### src/hw/lsu_defines.svh
`ifndef LSU_DEFINES_SVH
`define LSU_DEFINES_SVH

// ============================================================
// Datapath widths
// ============================================================

// Data word and byte address
`define LSU_XLEN 32

// Physical register tag
`define LSU_TAG_W 6

// ROB index
`define LSU_ROB_W 6

// ============================================================
// Queue sizing
// ============================================================

// Default depths, any power of two from 2 up
`define LSU_LQ_DEPTH 8
`define LSU_SQ_DEPTH 8

`endif

### src/hw/lsu_pkg.sv
`include "lsu_defines.svh"

package lsu_pkg;

    // ============================================================
    // Vector types
    // ============================================================

    // Data word or byte address
    typedef logic [`LSU_XLEN-1:0] xlen_t;

    // Physical destination register tag
    typedef logic [`LSU_TAG_W-1:0] tag_t;

    // Reorder buffer index
    typedef logic [`LSU_ROB_W-1:0] rob_idx_t;

    // ============================================================
    // Load issuer states
    // ============================================================

    // LD_READ waits on a scratchpad read for the head load,
    // LD_DISCARD finishes a read cut off by a flush
    typedef enum logic [1:0] {
        LD_IDLE,
        LD_READ,
        LD_DISCARD
    } load_state_t;

endpackage

### src/hw/lsu_dispatch.sv
`timescale 1ns/1ps

module lsu_dispatch import lsu_pkg::*; (
    input  logic  alloc_en,
    input  logic  is_load,
    input  logic  flush,
    input  xlen_t base_addr,
    input  xlen_t offset,
    input  logic  lq_free,
    input  logic  sq_free,
    output logic  alloc_ready,
    output logic  lq_alloc,
    output logic  sq_alloc,
    output logic  misaligned,
    output xlen_t alloc_addr
);

    logic target_free;
    logic accept;

    // ============================================================
    // Address generation
    // ============================================================

    assign alloc_addr = base_addr + offset;

    // Word access needs the two low bits clear
    assign misaligned = (alloc_addr[1:0] != 2'b00);

    // ============================================================
    // Queue routing
    // ============================================================

    // Ready follows whichever queue this operation goes to
    assign target_free = is_load ? lq_free : sq_free;
    assign alloc_ready = target_free;

    // No new entries in a flush cycle
    assign accept = alloc_en && target_free && !flush;

    assign lq_alloc = accept && is_load;
    assign sq_alloc = accept && !is_load;

endmodule

### src/hw/lsu_load_queue.sv
`timescale 1ns/1ps
`include "lsu_defines.svh"

module lsu_load_queue import lsu_pkg::*; #(
    parameter int DEPTH = `LSU_LQ_DEPTH
) (
    input  logic  clk,
    input  logic  reset,
    input  logic  flush,
    input  logic  lq_alloc,
    input  logic  misaligned,
    input  xlen_t alloc_addr,
    input  tag_t  phys_rd,
    input  logic  fwd_hit,
    input  xlen_t fwd_data,
    input  logic  ld_grant,
    input  xlen_t mem_rdata,
    input  logic  mem_error,
    output logic  lq_free,
    output xlen_t fwd_addr,
    output logic  ld_req,
    output xlen_t ld_addr,
    output logic  cdb_valid,
    output tag_t  cdb_tag,
    output xlen_t cdb_value,
    output logic  cdb_exception
);

    localparam int PTR_W = $clog2(DEPTH);

    // Entry payload
    xlen_t            addr_q [DEPTH];
    tag_t             tag_q  [DEPTH];
    logic [DEPTH-1:0] mis_q;

    // Extra pointer bit tells full from empty
    logic [PTR_W:0]   head;
    logic [PTR_W:0]   tail;
    logic [PTR_W-1:0] head_idx;
    logic [PTR_W-1:0] tail_idx;
    logic             empty;
    logic             full;

    load_state_t      state;
    xlen_t            rd_addr;
    logic             head_mis;
    logic             complete_fast;
    logic             complete_read;
    logic             start_read;

    assign head_idx = head[PTR_W-1:0];
    assign tail_idx = tail[PTR_W-1:0];
    assign empty    = (head == tail);
    assign full     = (head[PTR_W] != tail[PTR_W]) && (head_idx == tail_idx);
    assign lq_free  = !full;

    assign head_mis = mis_q[head_idx];
    assign fwd_addr = addr_q[head_idx];

    // ============================================================
    // Issue decisions for the head load
    // ============================================================

    // Misaligned or forwarded loads finish without the memory port
    assign complete_fast = (state == LD_IDLE) && !empty && (head_mis || fwd_hit);
    assign start_read    = (state == LD_IDLE) && !empty && !head_mis && !fwd_hit;
    assign complete_read = (state == LD_READ) && ld_grant;

    // Request held from a registered address, so a flush cannot move it
    assign ld_req  = (state == LD_READ) || (state == LD_DISCARD);
    assign ld_addr = rd_addr;

    // ============================================================
    // Control state
    // ============================================================

    always_ff @(posedge clk or posedge reset) begin
        if (reset) begin
            state     <= LD_IDLE;
            head      <= '0;
            tail      <= '0;
            cdb_valid <= 1'b0;
        end else if (flush) begin
            head      <= tail;
            cdb_valid <= 1'b0;
            // A read that owns the port must still run to completion
            if (state == LD_READ && !ld_grant) begin
                state <= LD_DISCARD;
            end else if (state == LD_READ) begin
                state <= LD_IDLE;
            end else if (state == LD_DISCARD && ld_grant) begin
                state <= LD_IDLE;
            end
        end else begin
            cdb_valid <= complete_fast || complete_read;
            if (lq_alloc) begin
                tail <= tail + 1'b1;
            end
            if (complete_fast || complete_read) begin
                head <= head + 1'b1;
            end
            case (state)
                LD_IDLE: begin
                    if (start_read) begin
                        state <= LD_READ;
                    end
                end
                LD_READ: begin
                    if (ld_grant) begin
                        state <= LD_IDLE;
                    end
                end
                LD_DISCARD: begin
                    // Data of the cut-off read is dropped
                    if (ld_grant) begin
                        state <= LD_IDLE;
                    end
                end
                default: state <= LD_IDLE;
            endcase
        end
    end

    // ============================================================
    // Payload and CDB data
    // ============================================================

    always_ff @(posedge clk) begin
        if (lq_alloc) begin
            addr_q[tail_idx] <= alloc_addr;
            tag_q[tail_idx]  <= phys_rd;
            mis_q[tail_idx]  <= misaligned;
        end
        if (start_read) begin
            rd_addr <= addr_q[head_idx];
        end
        if (complete_fast) begin
            cdb_tag       <= tag_q[head_idx];
            cdb_value     <= head_mis ? '0 : fwd_data;
            cdb_exception <= head_mis;
        end else if (complete_read) begin
            cdb_tag       <= tag_q[head_idx];
            cdb_value     <= mem_rdata;
            cdb_exception <= mem_error;
        end
    end

endmodule

### src/hw/lsu_store_queue.sv
`timescale 1ns/1ps
`include "lsu_defines.svh"

module lsu_store_queue import lsu_pkg::*; #(
    parameter int DEPTH = `LSU_SQ_DEPTH
) (
    input  logic     clk,
    input  logic     reset,
    input  logic     flush,
    input  logic     sq_alloc,
    input  logic     misaligned,
    input  xlen_t    alloc_addr,
    input  xlen_t    store_data,
    input  rob_idx_t rob_idx,
    input  logic     commit_en,
    input  rob_idx_t commit_rob_idx,
    input  xlen_t    fwd_addr,
    input  logic     st_grant,
    output logic     sq_free,
    output logic     fwd_hit,
    output xlen_t    fwd_data,
    output logic     st_req,
    output xlen_t    st_addr,
    output xlen_t    st_wdata,
    output logic     store_exception
);

    localparam int PTR_W = $clog2(DEPTH);

    xlen_t            addr_q [DEPTH];
    xlen_t            data_q [DEPTH];
    rob_idx_t         rob_q  [DEPTH];
    logic [DEPTH-1:0] mis_q;
    logic [DEPTH-1:0] valid_q;
    logic [DEPTH-1:0] committed_q;

    logic [PTR_W:0]   head;
    logic [PTR_W:0]   tail;
    logic [PTR_W:0]   keep_cnt;
    logic [PTR_W-1:0] head_idx;
    logic [PTR_W-1:0] tail_idx;
    logic             full;
    logic             head_ready;
    logic             retire;

    assign head_idx = head[PTR_W-1:0];
    assign tail_idx = tail[PTR_W-1:0];
    assign full     = (head[PTR_W] != tail[PTR_W]) && (head_idx == tail_idx);
    assign sq_free  = !full;

    // ============================================================
    // In-order drain
    // ============================================================

    assign head_ready = valid_q[head_idx] && committed_q[head_idx];
    assign st_req     = head_ready && !mis_q[head_idx];
    assign st_addr    = addr_q[head_idx];
    assign st_wdata   = data_q[head_idx];

    // Misaligned head leaves at once without a write
    assign retire = head_ready && (mis_q[head_idx] || st_grant);

    // Committed entries form a run from the head; flush keeps that run
    always_comb begin
        logic             run;
        logic [PTR_W-1:0] idx;
        run      = 1'b1;
        keep_cnt = '0;
        for (int k = 0; k < DEPTH; k++) begin
            idx = head_idx + PTR_W'(k);
            if (run && valid_q[idx] && committed_q[idx]) begin
                keep_cnt = keep_cnt + 1'b1;
            end else begin
                run = 1'b0;
            end
        end
    end

    // ============================================================
    // Forwarding search, oldest first so the youngest match wins
    // ============================================================

    always_comb begin
        logic [PTR_W-1:0] idx;
        fwd_hit  = 1'b0;
        fwd_data = '0;
        for (int k = 0; k < DEPTH; k++) begin
            idx = head_idx + PTR_W'(k);
            if (valid_q[idx] && committed_q[idx] && !mis_q[idx] &&
                addr_q[idx] == fwd_addr) begin
                fwd_hit  = 1'b1;
                fwd_data = data_q[idx];
            end
        end
    end

    // ============================================================
    // Control state
    // ============================================================

    always_ff @(posedge clk or posedge reset) begin
        if (reset) begin
            valid_q         <= '0;
            committed_q     <= '0;
            head            <= '0;
            tail            <= '0;
            store_exception <= 1'b0;
        end else begin
            store_exception <= head_ready && mis_q[head_idx];
            if (flush) begin
                // Uncommitted stores are dropped
                valid_q <= valid_q & committed_q;
                tail    <= head + keep_cnt;
            end else begin
                if (sq_alloc) begin
                    valid_q[tail_idx]     <= 1'b1;
                    committed_q[tail_idx] <= 1'b0;
                    tail                  <= tail + 1'b1;
                end
                if (commit_en) begin
                    for (int i = 0; i < DEPTH; i++) begin
                        if (valid_q[i] && rob_q[i] == commit_rob_idx) begin
                            committed_q[i] <= 1'b1;
                        end
                    end
                end
            end
            if (retire) begin
                valid_q[head_idx]     <= 1'b0;
                committed_q[head_idx] <= 1'b0;
                head                  <= head + 1'b1;
            end
        end
    end

    always_ff @(posedge clk) begin
        if (sq_alloc) begin
            addr_q[tail_idx] <= alloc_addr;
            data_q[tail_idx] <= store_data;
            rob_q[tail_idx]  <= rob_idx;
            mis_q[tail_idx]  <= misaligned;
        end
    end

endmodule

### src/hw/lsu_mem_arbiter.sv
`timescale 1ns/1ps

module lsu_mem_arbiter import lsu_pkg::*; (
    input  logic  clk,
    input  logic  reset,
    input  logic  st_req,
    input  xlen_t st_addr,
    input  xlen_t st_wdata,
    input  logic  ld_req,
    input  xlen_t ld_addr,
    input  logic  mem_ready,
    output logic  st_grant,
    output logic  ld_grant,
    output logic  mem_req,
    output logic  mem_we,
    output xlen_t mem_addr,
    output xlen_t mem_wdata
);

    // Port is locked to one owner while its transfer is open
    logic locked;
    logic owner_st;
    logic sel_st;
    logic done;

    // ============================================================
    // Owner select
    // ============================================================

    // Store drain first when the port is free
    assign sel_st = locked ? owner_st : st_req;

    assign mem_req   = sel_st ? st_req : ld_req;
    assign mem_we    = sel_st;
    assign mem_addr  = sel_st ? st_addr : ld_addr;
    assign mem_wdata = sel_st ? st_wdata : '0;

    assign done = mem_req && mem_ready;

    // Only the owner sees mem_ready
    assign st_grant = done && sel_st;
    assign ld_grant = done && !sel_st;

    // ============================================================
    // Lock register
    // ============================================================

    always_ff @(posedge clk or posedge reset) begin
        if (reset) begin
            locked   <= 1'b0;
            owner_st <= 1'b0;
        end else if (done) begin
            locked <= 1'b0;
        end else if (mem_req && !locked) begin
            locked   <= 1'b1;
            owner_st <= sel_st;
        end
    end

endmodule

### src/hw/lsu_top.sv
`timescale 1ns/1ps
`include "lsu_defines.svh"

module lsu_top import lsu_pkg::*; #(
    parameter int LQ_DEPTH = `LSU_LQ_DEPTH,
    parameter int SQ_DEPTH = `LSU_SQ_DEPTH
) (
    input  logic     clk,
    input  logic     reset,
    input  logic     flush,
    // Allocation from rename
    input  logic     alloc_en,
    input  logic     is_load,
    input  xlen_t    base_addr,
    input  xlen_t    offset,
    input  tag_t     phys_rd,
    input  rob_idx_t rob_idx,
    input  xlen_t    store_data,
    output logic     alloc_ready,
    // Store commit
    input  logic     commit_en,
    input  rob_idx_t commit_rob_idx,
    // Load results
    output logic     cdb_valid,
    output tag_t     cdb_tag,
    output xlen_t    cdb_value,
    output logic     cdb_exception,
    output logic     store_exception,
    // Scratchpad
    output logic     mem_req,
    output logic     mem_we,
    output xlen_t    mem_addr,
    output xlen_t    mem_wdata,
    input  logic     mem_ready,
    input  xlen_t    mem_rdata,
    input  logic     mem_error
);

    logic  lq_alloc, sq_alloc, misaligned, lq_free, sq_free;
    xlen_t alloc_addr;
    logic  fwd_hit;
    xlen_t fwd_addr, fwd_data;
    logic  st_req, st_grant, ld_req, ld_grant;
    xlen_t st_addr, st_wdata, ld_addr;

    lsu_dispatch i_lsu_dispatch (
        .alloc_en    (alloc_en),
        .is_load     (is_load),
        .flush       (flush),
        .base_addr   (base_addr),
        .offset      (offset),
        .lq_free     (lq_free),
        .sq_free     (sq_free),
        .alloc_ready (alloc_ready),
        .lq_alloc    (lq_alloc),
        .sq_alloc    (sq_alloc),
        .misaligned  (misaligned),
        .alloc_addr  (alloc_addr)
    );

    lsu_load_queue #(.DEPTH(LQ_DEPTH)) i_lsu_load_queue (
        .clk           (clk),
        .reset         (reset),
        .flush         (flush),
        .lq_alloc      (lq_alloc),
        .misaligned    (misaligned),
        .alloc_addr    (alloc_addr),
        .phys_rd       (phys_rd),
        .fwd_hit       (fwd_hit),
        .fwd_data      (fwd_data),
        .ld_grant      (ld_grant),
        .mem_rdata     (mem_rdata),
        .mem_error     (mem_error),
        .lq_free       (lq_free),
        .fwd_addr      (fwd_addr),
        .ld_req        (ld_req),
        .ld_addr       (ld_addr),
        .cdb_valid     (cdb_valid),
        .cdb_tag       (cdb_tag),
        .cdb_value     (cdb_value),
        .cdb_exception (cdb_exception)
    );

    lsu_store_queue #(.DEPTH(SQ_DEPTH)) i_lsu_store_queue (
        .clk             (clk),
        .reset           (reset),
        .flush           (flush),
        .sq_alloc        (sq_alloc),
        .misaligned      (misaligned),
        .alloc_addr      (alloc_addr),
        .store_data      (store_data),
        .rob_idx         (rob_idx),
        .commit_en       (commit_en),
        .commit_rob_idx  (commit_rob_idx),
        .fwd_addr        (fwd_addr),
        .st_grant        (st_grant),
        .sq_free         (sq_free),
        .fwd_hit         (fwd_hit),
        .fwd_data        (fwd_data),
        .st_req          (st_req),
        .st_addr         (st_addr),
        .st_wdata        (st_wdata),
        .store_exception (store_exception)
    );

    lsu_mem_arbiter i_lsu_mem_arbiter (
        .clk       (clk),
        .reset     (reset),
        .st_req    (st_req),
        .st_addr   (st_addr),
        .st_wdata  (st_wdata),
        .ld_req    (ld_req),
        .ld_addr   (ld_addr),
        .mem_ready (mem_ready),
        .st_grant  (st_grant),
        .ld_grant  (ld_grant),
        .mem_req   (mem_req),
        .mem_we    (mem_we),
        .mem_addr  (mem_addr),
        .mem_wdata (mem_wdata)
    );

endmodule

### config.mk
export PLATFORM = sky130hd
export DESIGN_NAME = lsu_top
export DESIGN_NICKNAME = d
export VERILOG_FILES = /design/src/hw/lsu_pkg.sv /design/src/hw/lsu_dispatch.sv /design/src/hw/lsu_load_queue.sv /design/src/hw/lsu_store_queue.sv /design/src/hw/lsu_mem_arbiter.sv /design/src/hw/lsu_top.sv
export VERILOG_INCLUDE_DIRS = /design/src /design/src/hw
export SDC_FILE = /design/constraint.sdc
export NUM_CORES = 2
export LEC_CHECK = 0
export ABC_AREA = 1
export BUFFER_PORTS_ARGS = -buffer_cell sky130_fd_sc_hd__buf_2
export CORE_ASPECT_RATIO = 1.2
export CORE_MARGIN = 2
export CORE_UTILIZATION = 58
export DETAILED_ROUTE_END_ITERATION = 16
export HOLD_SLACK_MARGIN = 0.03
export PLACE_DENSITY = 0.79
export SLEW_MARGIN = 20
export SYNTH_ARGS = -nofsm -noshare
export SYNTH_HDL_FRONTEND = slang
export SYNTH_HIERARCHICAL = 1
export SYNTH_SLANG_ARGS = --single-unit
export TNS_END_PERCENT = 30
### constraint.sdc
create_clock -name clk -period 9.12 [get_ports clk]
set_input_delay 0.456 -clock clk [delete_from_list [all_inputs] [get_ports clk]]
set_output_delay 0.456 -clock clk [all_outputs]
set_load 0.01 [all_outputs]
**Yosys cells after proc, flatten, opt, wreduce, memory -nomap -nowiden**

Memories as Yosys holds them, arrays and structs flattened.
Cells that the tools add are included.

- $add $sub $neg: 20
- $mul: 0
- Divide/modulo/power cells: 0
- Order comparisons: 14
- Equal/unequal tests: 26
- Shift-type cells: 0
- Muxes and demuxes: 134
- Bitwise gates (word level): 9
- Reduce and logical (&&, ||, !) cells: 100

Operator list:

| operator | number |
|---|---|
| 2-to-1 mux 32 bit | 13 |
| == test 32 bit | 8 |
| binary-select mux 1 bit (select 3 bit) | 25 |
| logical AND 1 bit | 68 |
| 2-to-1 mux 1 bit | 64 |
| 2-to-1 mux 8 bit | 7 |
| == test 6 bit | 8 |
| adder 4 x 1 -> 4 bit, second input constant | 11 |
| < comparator 3 x 4 -> 1 bit, second input constant | 11 |
| 2-to-1 mux 4 bit | 11 |
| adder 32 bit | 1 |
| AND 8 bit | 4 |
| logical NOT 1 bit | 18 |
| bitwise mux 8 bit | 2 |
| inverter 8 bit | 2 |
| adder 3 bit, second input constant | 4 |
| 2-to-1 mux 2 bit | 6 |
| 2-to-1 mux 6 bit | 2 |
| nonzero test 2 bit | 5 |
| demux 1 bit (select 3 bit) | 3 |
| greater-or-equal comparator 3 x 1 -> 1 bit, second input constant | 3 |
| bitwise OR 8 bit | 1 |
| adder 3 x 2 -> 3 bit, second input constant | 2 |
| == test 3 bit | 2 |
| other kinds (16) | 22 |

- Flip-flop bits (word level): 125
- Bits in latches: 0
- Bits in writable memories: 864
- ROM bits: 0
- Input port bits: 154
- Output and inout bits: 108
- Word-level logic and storage cells: 325
- Memories: 5

Memory list:

| memory | words | width | rd ports | clocked after memory_dff | write ports | line | text |
|---|---|---|---|---|---|---|---|
| i_lsu_load_queue.addr_q | 8 | 32 | 1 | 0 | 1 | lsu_load_queue.sv:32 | `xlen_t addr_q [DEPTH];` |
| i_lsu_store_queue.addr_q | 8 | 32 | 8 | 0 | 1 | lsu_store_queue.sv:30 | `xlen_t addr_q [DEPTH];` |
| i_lsu_store_queue.data_q | 8 | 32 | 8 | 0 | 1 | lsu_store_queue.sv:31 | `xlen_t data_q [DEPTH];` |
| i_lsu_load_queue.tag_q | 8 | 6 | 1 | 0 | 1 | lsu_load_queue.sv:33 | `tag_t tag_q [DEPTH];` |
| i_lsu_store_queue.rob_q | 8 | 6 | 8 | 0 | 1 | lsu_store_queue.sv:32 | `rob_idx_t rob_q [DEPTH];` |

**Longest topological paths before layout**

- Depth in word-level cells: 27
- Gate-level depth with buffers: 48
- Depth with buffers taken out: 42

**By module**

Netlist, hierarchy kept.

By module, submodules not included:

| module | times used | cells each | area an instance (um2) | seq. area each (um2) |
|---|---|---|---|---|
| lsu_store_queue | 1 | 6,644 | 44,622.8 | 17,682.0 |
| lsu_load_queue | 1 | 1,182 | 15,607.5 | 11,776.3 |
| lsu_dispatch | 1 | 501 | 2,418.6 | 0.0 |
| lsu_mem_arbiter | 1 | 191 | 870.8 | 50.0 |

**Worst setup path before layout**

OpenSTA, ideal clock, no wires.

- Path kind: register to register
- Start: register i_lsu_store_queue.head[0]
- End: register i_lsu_store_queue.tail[3]
- Setup time: 0.128 ns
- Arrival time: 6.452 ns
- Required time: 8.992 ns
- Path slack: 2.540 ns
- Cell stages (with the launch flop): 47
- Buffers on the path: 8
- Period minus slack after synthesis: 6.580 ns
- Cell sequence: dfrtp_1 inv_2 buf_2 buf_2 buf_2 clkbuf_1 clkbuf_1 ha_1 buf_2 inv_1 buf_2 clkbuf_1 nand2_1 nand3_1 nand2_1 nand2_1 inv_1 ha_1 [11 not listed] ha_1 nand3b_1 nand2_1 xor2_1 ha_1 nand2_1 nand2_1 ha_1 a21o_1 a21oi_1 nand3b_1 nand2_1 inv_1 nand2_1 nand2_1 nand2_1 nand3_1 nand2_1

- Word-level cells in the longest chain between the ends: 27
- Elaborated cells between the ends (all ways): 86
- Classes of those cells: 15 x add/sub; 1 x eq/ne; 49 x mux; 21 x reduce/logical

Ends and longest elaborated chain:

| item | line | text |
|---|---|---|
| from (decl) | lsu_store_queue.sv:37 | `logic [PTR_W:0] head;` |
| from (signal assigned) | lsu_store_queue.sv:131 | `head <= head + 1'b1;` |
| branches (longest 27 deep; another with adder 4 x 1 -> 4 bit) | -- |  |
| to (signal assigned) | lsu_store_queue.sv:113 | `tail <= head + keep_cnt;` |
| to (signal assigned) | lsu_store_queue.sv:118 | `tail <= tail + 1'b1;` |
| to (decl) | lsu_store_queue.sv:38 | `logic [PTR_W:0] tail;` |

Parallel ways; which one is timed is not known. The select of a mux whose other input is x is not followed.
A chain may end at the register's enable or synchronous reset.

**Final worst setup path**

- Start: register i_lsu_store_queue.head[0]
- End: register i_lsu_load_queue.head[2]

- Word-level cells in the longest chain between the ends: 17
- Elaborated cells between the ends (all ways): 114
- Classes of those cells: 7 x add/sub; 8 x eq/ne; 58 x mux; 40 x reduce/logical; 1 x memory

Ends and longest elaborated chain:

| item | line | text |
|---|---|---|
| branches (longest 12 deep; another with memory (8 x 32 bit)) | -- |  |
| 2-to-1 mux 1 bit * | lsu_store_queue.sv:89 | `if (valid_q[idx] && committed_q[idx] && !mis_q[idx] &&` |
| via fwd_hit | lsu_top.sv:41 | `logic fwd_hit;` |
| logical OR 1 bit * | lsu_load_queue.sv:65 | `assign complete_fast = (state == LD_IDLE) && !empty && (head_mis \|\| fwd_hit);` |
| logical AND 1 bit * | lsu_load_queue.sv:65 |  |
| logical OR 1 bit * | lsu_load_queue.sv:99 | `if (complete_fast \|\| complete_read) begin` |
| nonzero test 2 bit (no source line) * | -- |  |
| to (signal assigned) | lsu_load_queue.sv:84 | `head <= tail;` |
| to (signal assigned) | lsu_load_queue.sv:100 | `head <= head + 1'b1;` |
| to (decl) | lsu_load_queue.sv:37 | `logic [PTR_W:0] head;` |

Mark *: on every way through the listed nets, which the timed path passes. The select of a mux whose other input is x is not followed.

==> results.toml <==
[placed_design]
place_congestion = 1.02
hpwl_um = 143000
port_buffers = 261
placed_area_um2 = 65500

[clocking]
clk_latency_ps = 730
path_clk_slew_ps = 70
cts_tree = "yes"
cts_sinks = 989
cts_made_buffers = 99
cts_resized = 0
clock_path_buffers = 3
cts_setup_buffers = 0
htreeDepth = 3
cts-root-buf = "clkbuf_16"

[route]
wl_um = 222000
first_pass_iters = 9
drcViolationCount = 0
avgRoutedWirePerCell_um = 22.1
drt_iter0_markers = 6993
drtAntennaViolNets = 0
via_per_inst = 6.07
route.vias.total = 60958

[logic_synthesis]
synth-async-reset-ratio_pct = 3.84
ys.flop_type = "edfxtp_1"
synth.cell_area_um2 = 63500
syn_avg_cell_area_um2 = 7.46
synth_fp_nets = 8725
synthCells = 8518
ys_seq_area_share_pct = 46.5
yosysWarnings = 6
synth-edff-count = 951
yosys.cell_types.count = 58
ys_ff_latch = 989

[timing]
finalCritPeriodShare_pct = 80.0
relSlewSlack_pct = 14.3
fin_setup_tns_ps = 0
rsz0062_at_grt = "false"
finalCriticalPeriod_ps = 7290
tightest_slew_ps = 1290
finalSetupViolCount = 0
fmax_mhz = 137
slew_viol_final = 0
finalHoldViolCount = 0
fin_skew_ps = 37.6

[floorplanning]
start_util_pct = 58.2
placementRows = 133
die_area_um2 = 112000
die_x_um = 306
io_pins = 262
die_h_um = 367
core_area_um2 = 109000

[worst_hold_path]
holdPathStages = 1
hold_path.class = "in2reg"

[global_route]
grt_pass1_wl_um = 331000
grt_pass1_vias = 57242
use_met1_pct = 46.8
track_usage_pct = 38.9
overflow = 0
grt_max_degree = 225
met3_usage_pct = 6.36
grt_most_used_layer = "met2"
antenna_found_initial = 13
grt_use_met2_pct = 63.6

[worst_setup_path]
criticalPathCategory = "reg2reg"
arrival_ps = 7910
rr_endpoint = "i_lsu_load_queue/head[2]"
reg2reg_setup_slack_ps = 1830
r2r-start = "i_lsu_store_queue/head[0]"
start_kind = "register"
crit_required_ps = 9740
crit_start = "i_lsu_store_queue/head[0]"
path_max_fanout = 145
endpoint = "i_lsu_load_queue/head[2]"
rr_worst_depth = 25
worst_setup_path_end_kind = "register"

[flow_run]
cap_violations = 0

[layout]
fill_cells = 9371
design_area_um2 = 69500
layout_common_cells = "nand2_1, nand3_1, edfxtp_1, o21ai_0, inv_1"
nets = 8734
area_growth_pct = 9.41
drive_gt1_share_pct = 8.15
final_common_cell = "nand2_1"
final_core_util_pct = 63.7

[power_and_ir_drop]
peakVddDrop_mv = 1.07
p_leak_nw = 30.5
p_per_area_nw_per_um2 = 405
power.total_mw = 28.2

[status]
status = "finished, final reports clean"
-- Yosys cell counts (all sizes together) (51+ instances only) --
cell	n	area share, %
o21ai	802	6.5
edfxtp	951	45
buf	327	2.7
nand2	3369	20
nand3	1012	8.0
clkbuf	187	1.1
ha	51	1.0
o211ai	102	1.2
inv	552	3.3
nor2	502	3.1
xor2	129	1.8
a21oi	178	1.4
-- repair_timing --
action | 4_1_cts | 5_1_grt
endpoints found under the setup margin | 0 | 0
hold buffers | 60 | 0
endpoints found under the hold margin | 338 | 0
-- through the flow --
step	worst slack, ps	std cells	hold WS [ps]
2_1_floorplan	2540	8518	197
3_3_place_gp	1830	9782	360
3_5_place_dp	1900	9782	367
4_1_cts	1870	10030	34.6
5_1_grt	1140	10033	72.6
6_report	1830	10036	83.8
-- metal layers --
metal | routed length [µm] | part of all wire [%] | up-vias
li1 | - | - | 28295
met1 | 79700 | 36 | 28137
met2 | 102000 | 46 | 3627
met3 | 22500 | 10 | 891
met4 | 17700 | 8.0 | 8
met5 | 46 | 0.021 | -
-- flip-flops by register name (all words and copies together) (netlist names), 2 cells and up --
name / cells
i_lsu_store_queue/valid_q: 8
i_lsu_load_queue/head: 4
i_lsu_load_queue/state: 2
i_lsu_load_queue/tag_q: 48
i_lsu_store_queue/tail: 4
i_lsu_load_queue/cdb_value: 32
i_lsu_load_queue/addr_q: 256
i_lsu_load_queue/tail: 4
i_lsu_store_queue/head: 4
i_lsu_store_queue/addr_q: 256
i_lsu_load_queue/mis_q: 8
i_lsu_load_queue/cdb_tag: 6
i_lsu_store_queue/mis_q: 8
i_lsu_store_queue/rob_q: 48
i_lsu_load_queue/ld_addr: 32
i_lsu_store_queue/committed_q: 8
i_lsu_store_queue/data_q: 256
-- logic make-up after synthesis --
logic type / synth area share (%)
AO/OA/AOI/OAI: 10.4
XOR/XNOR: 2.24
adder cells (fa/ha/maj): 1.07
buffers and inverters: 7.14
flip-flops: 46.5
multiplexers: 0.173
AND/OR/NAND/NOR: 32.5
-- critical path, cell delays in order (launching register included) --
cell and delay [ps]:
dfrtp_4 960, inv_8 400, ha_4 510, inv_8 690
buf_4 760, o21ai_0 230, o21ai_0 330, nand2_1 90
o21ai_0 80, nor2_1 50, nand2_1 90, inv_1 50
nand2_1 50, nor2_1 40, nand3_1 60, buf_4 510
nand2_1 160, nor3_1 220, nand3_1 100, inv_1 120
nand2_4 80, nand2_8 90, buf_4 810, nand3_1 300
nand2_1 140, nand2_1 60
-- power breakdown --
group,total (mW),switching [mW],internal (mW)
combinational,17.9,13.1,4.78
sequential,6.02,0.373,5.65
clock,4.26,1.84,2.43
-- how the worst min path moves through the flow --
stage,start,to,slack (ps)
2_1_floorplan,reset,i_lsu_mem_arbiter/locked,200
3_3_place_gp,reset,i_lsu_mem_arbiter/locked,360
3_5_place_dp,reset,i_lsu_mem_arbiter/owner_st,370
4_1_cts,store_data[31],i_lsu_store_queue/data_q[2][31],30
5_1_grt,store_data[31],i_lsu_store_queue/data_q[1][31],70
6_report,store_data[31],i_lsu_store_queue/data_q[2][31],80
-- layout make-up --
class                      count  area (µm²)  area share, %
multi-input combinational   6449       29800           42.8
sequential                   989       29500           42.5
timing repair buffer         422        2900           4.18
clock buffer                 117        2610           3.75
inverter                     566        2160           3.11
tap                         1417        1770           2.55
clock inverter                71         754           1.09
antenna                        5        12.5         0.0180
No activity file was read; power rests on OpenSTA's default activity.
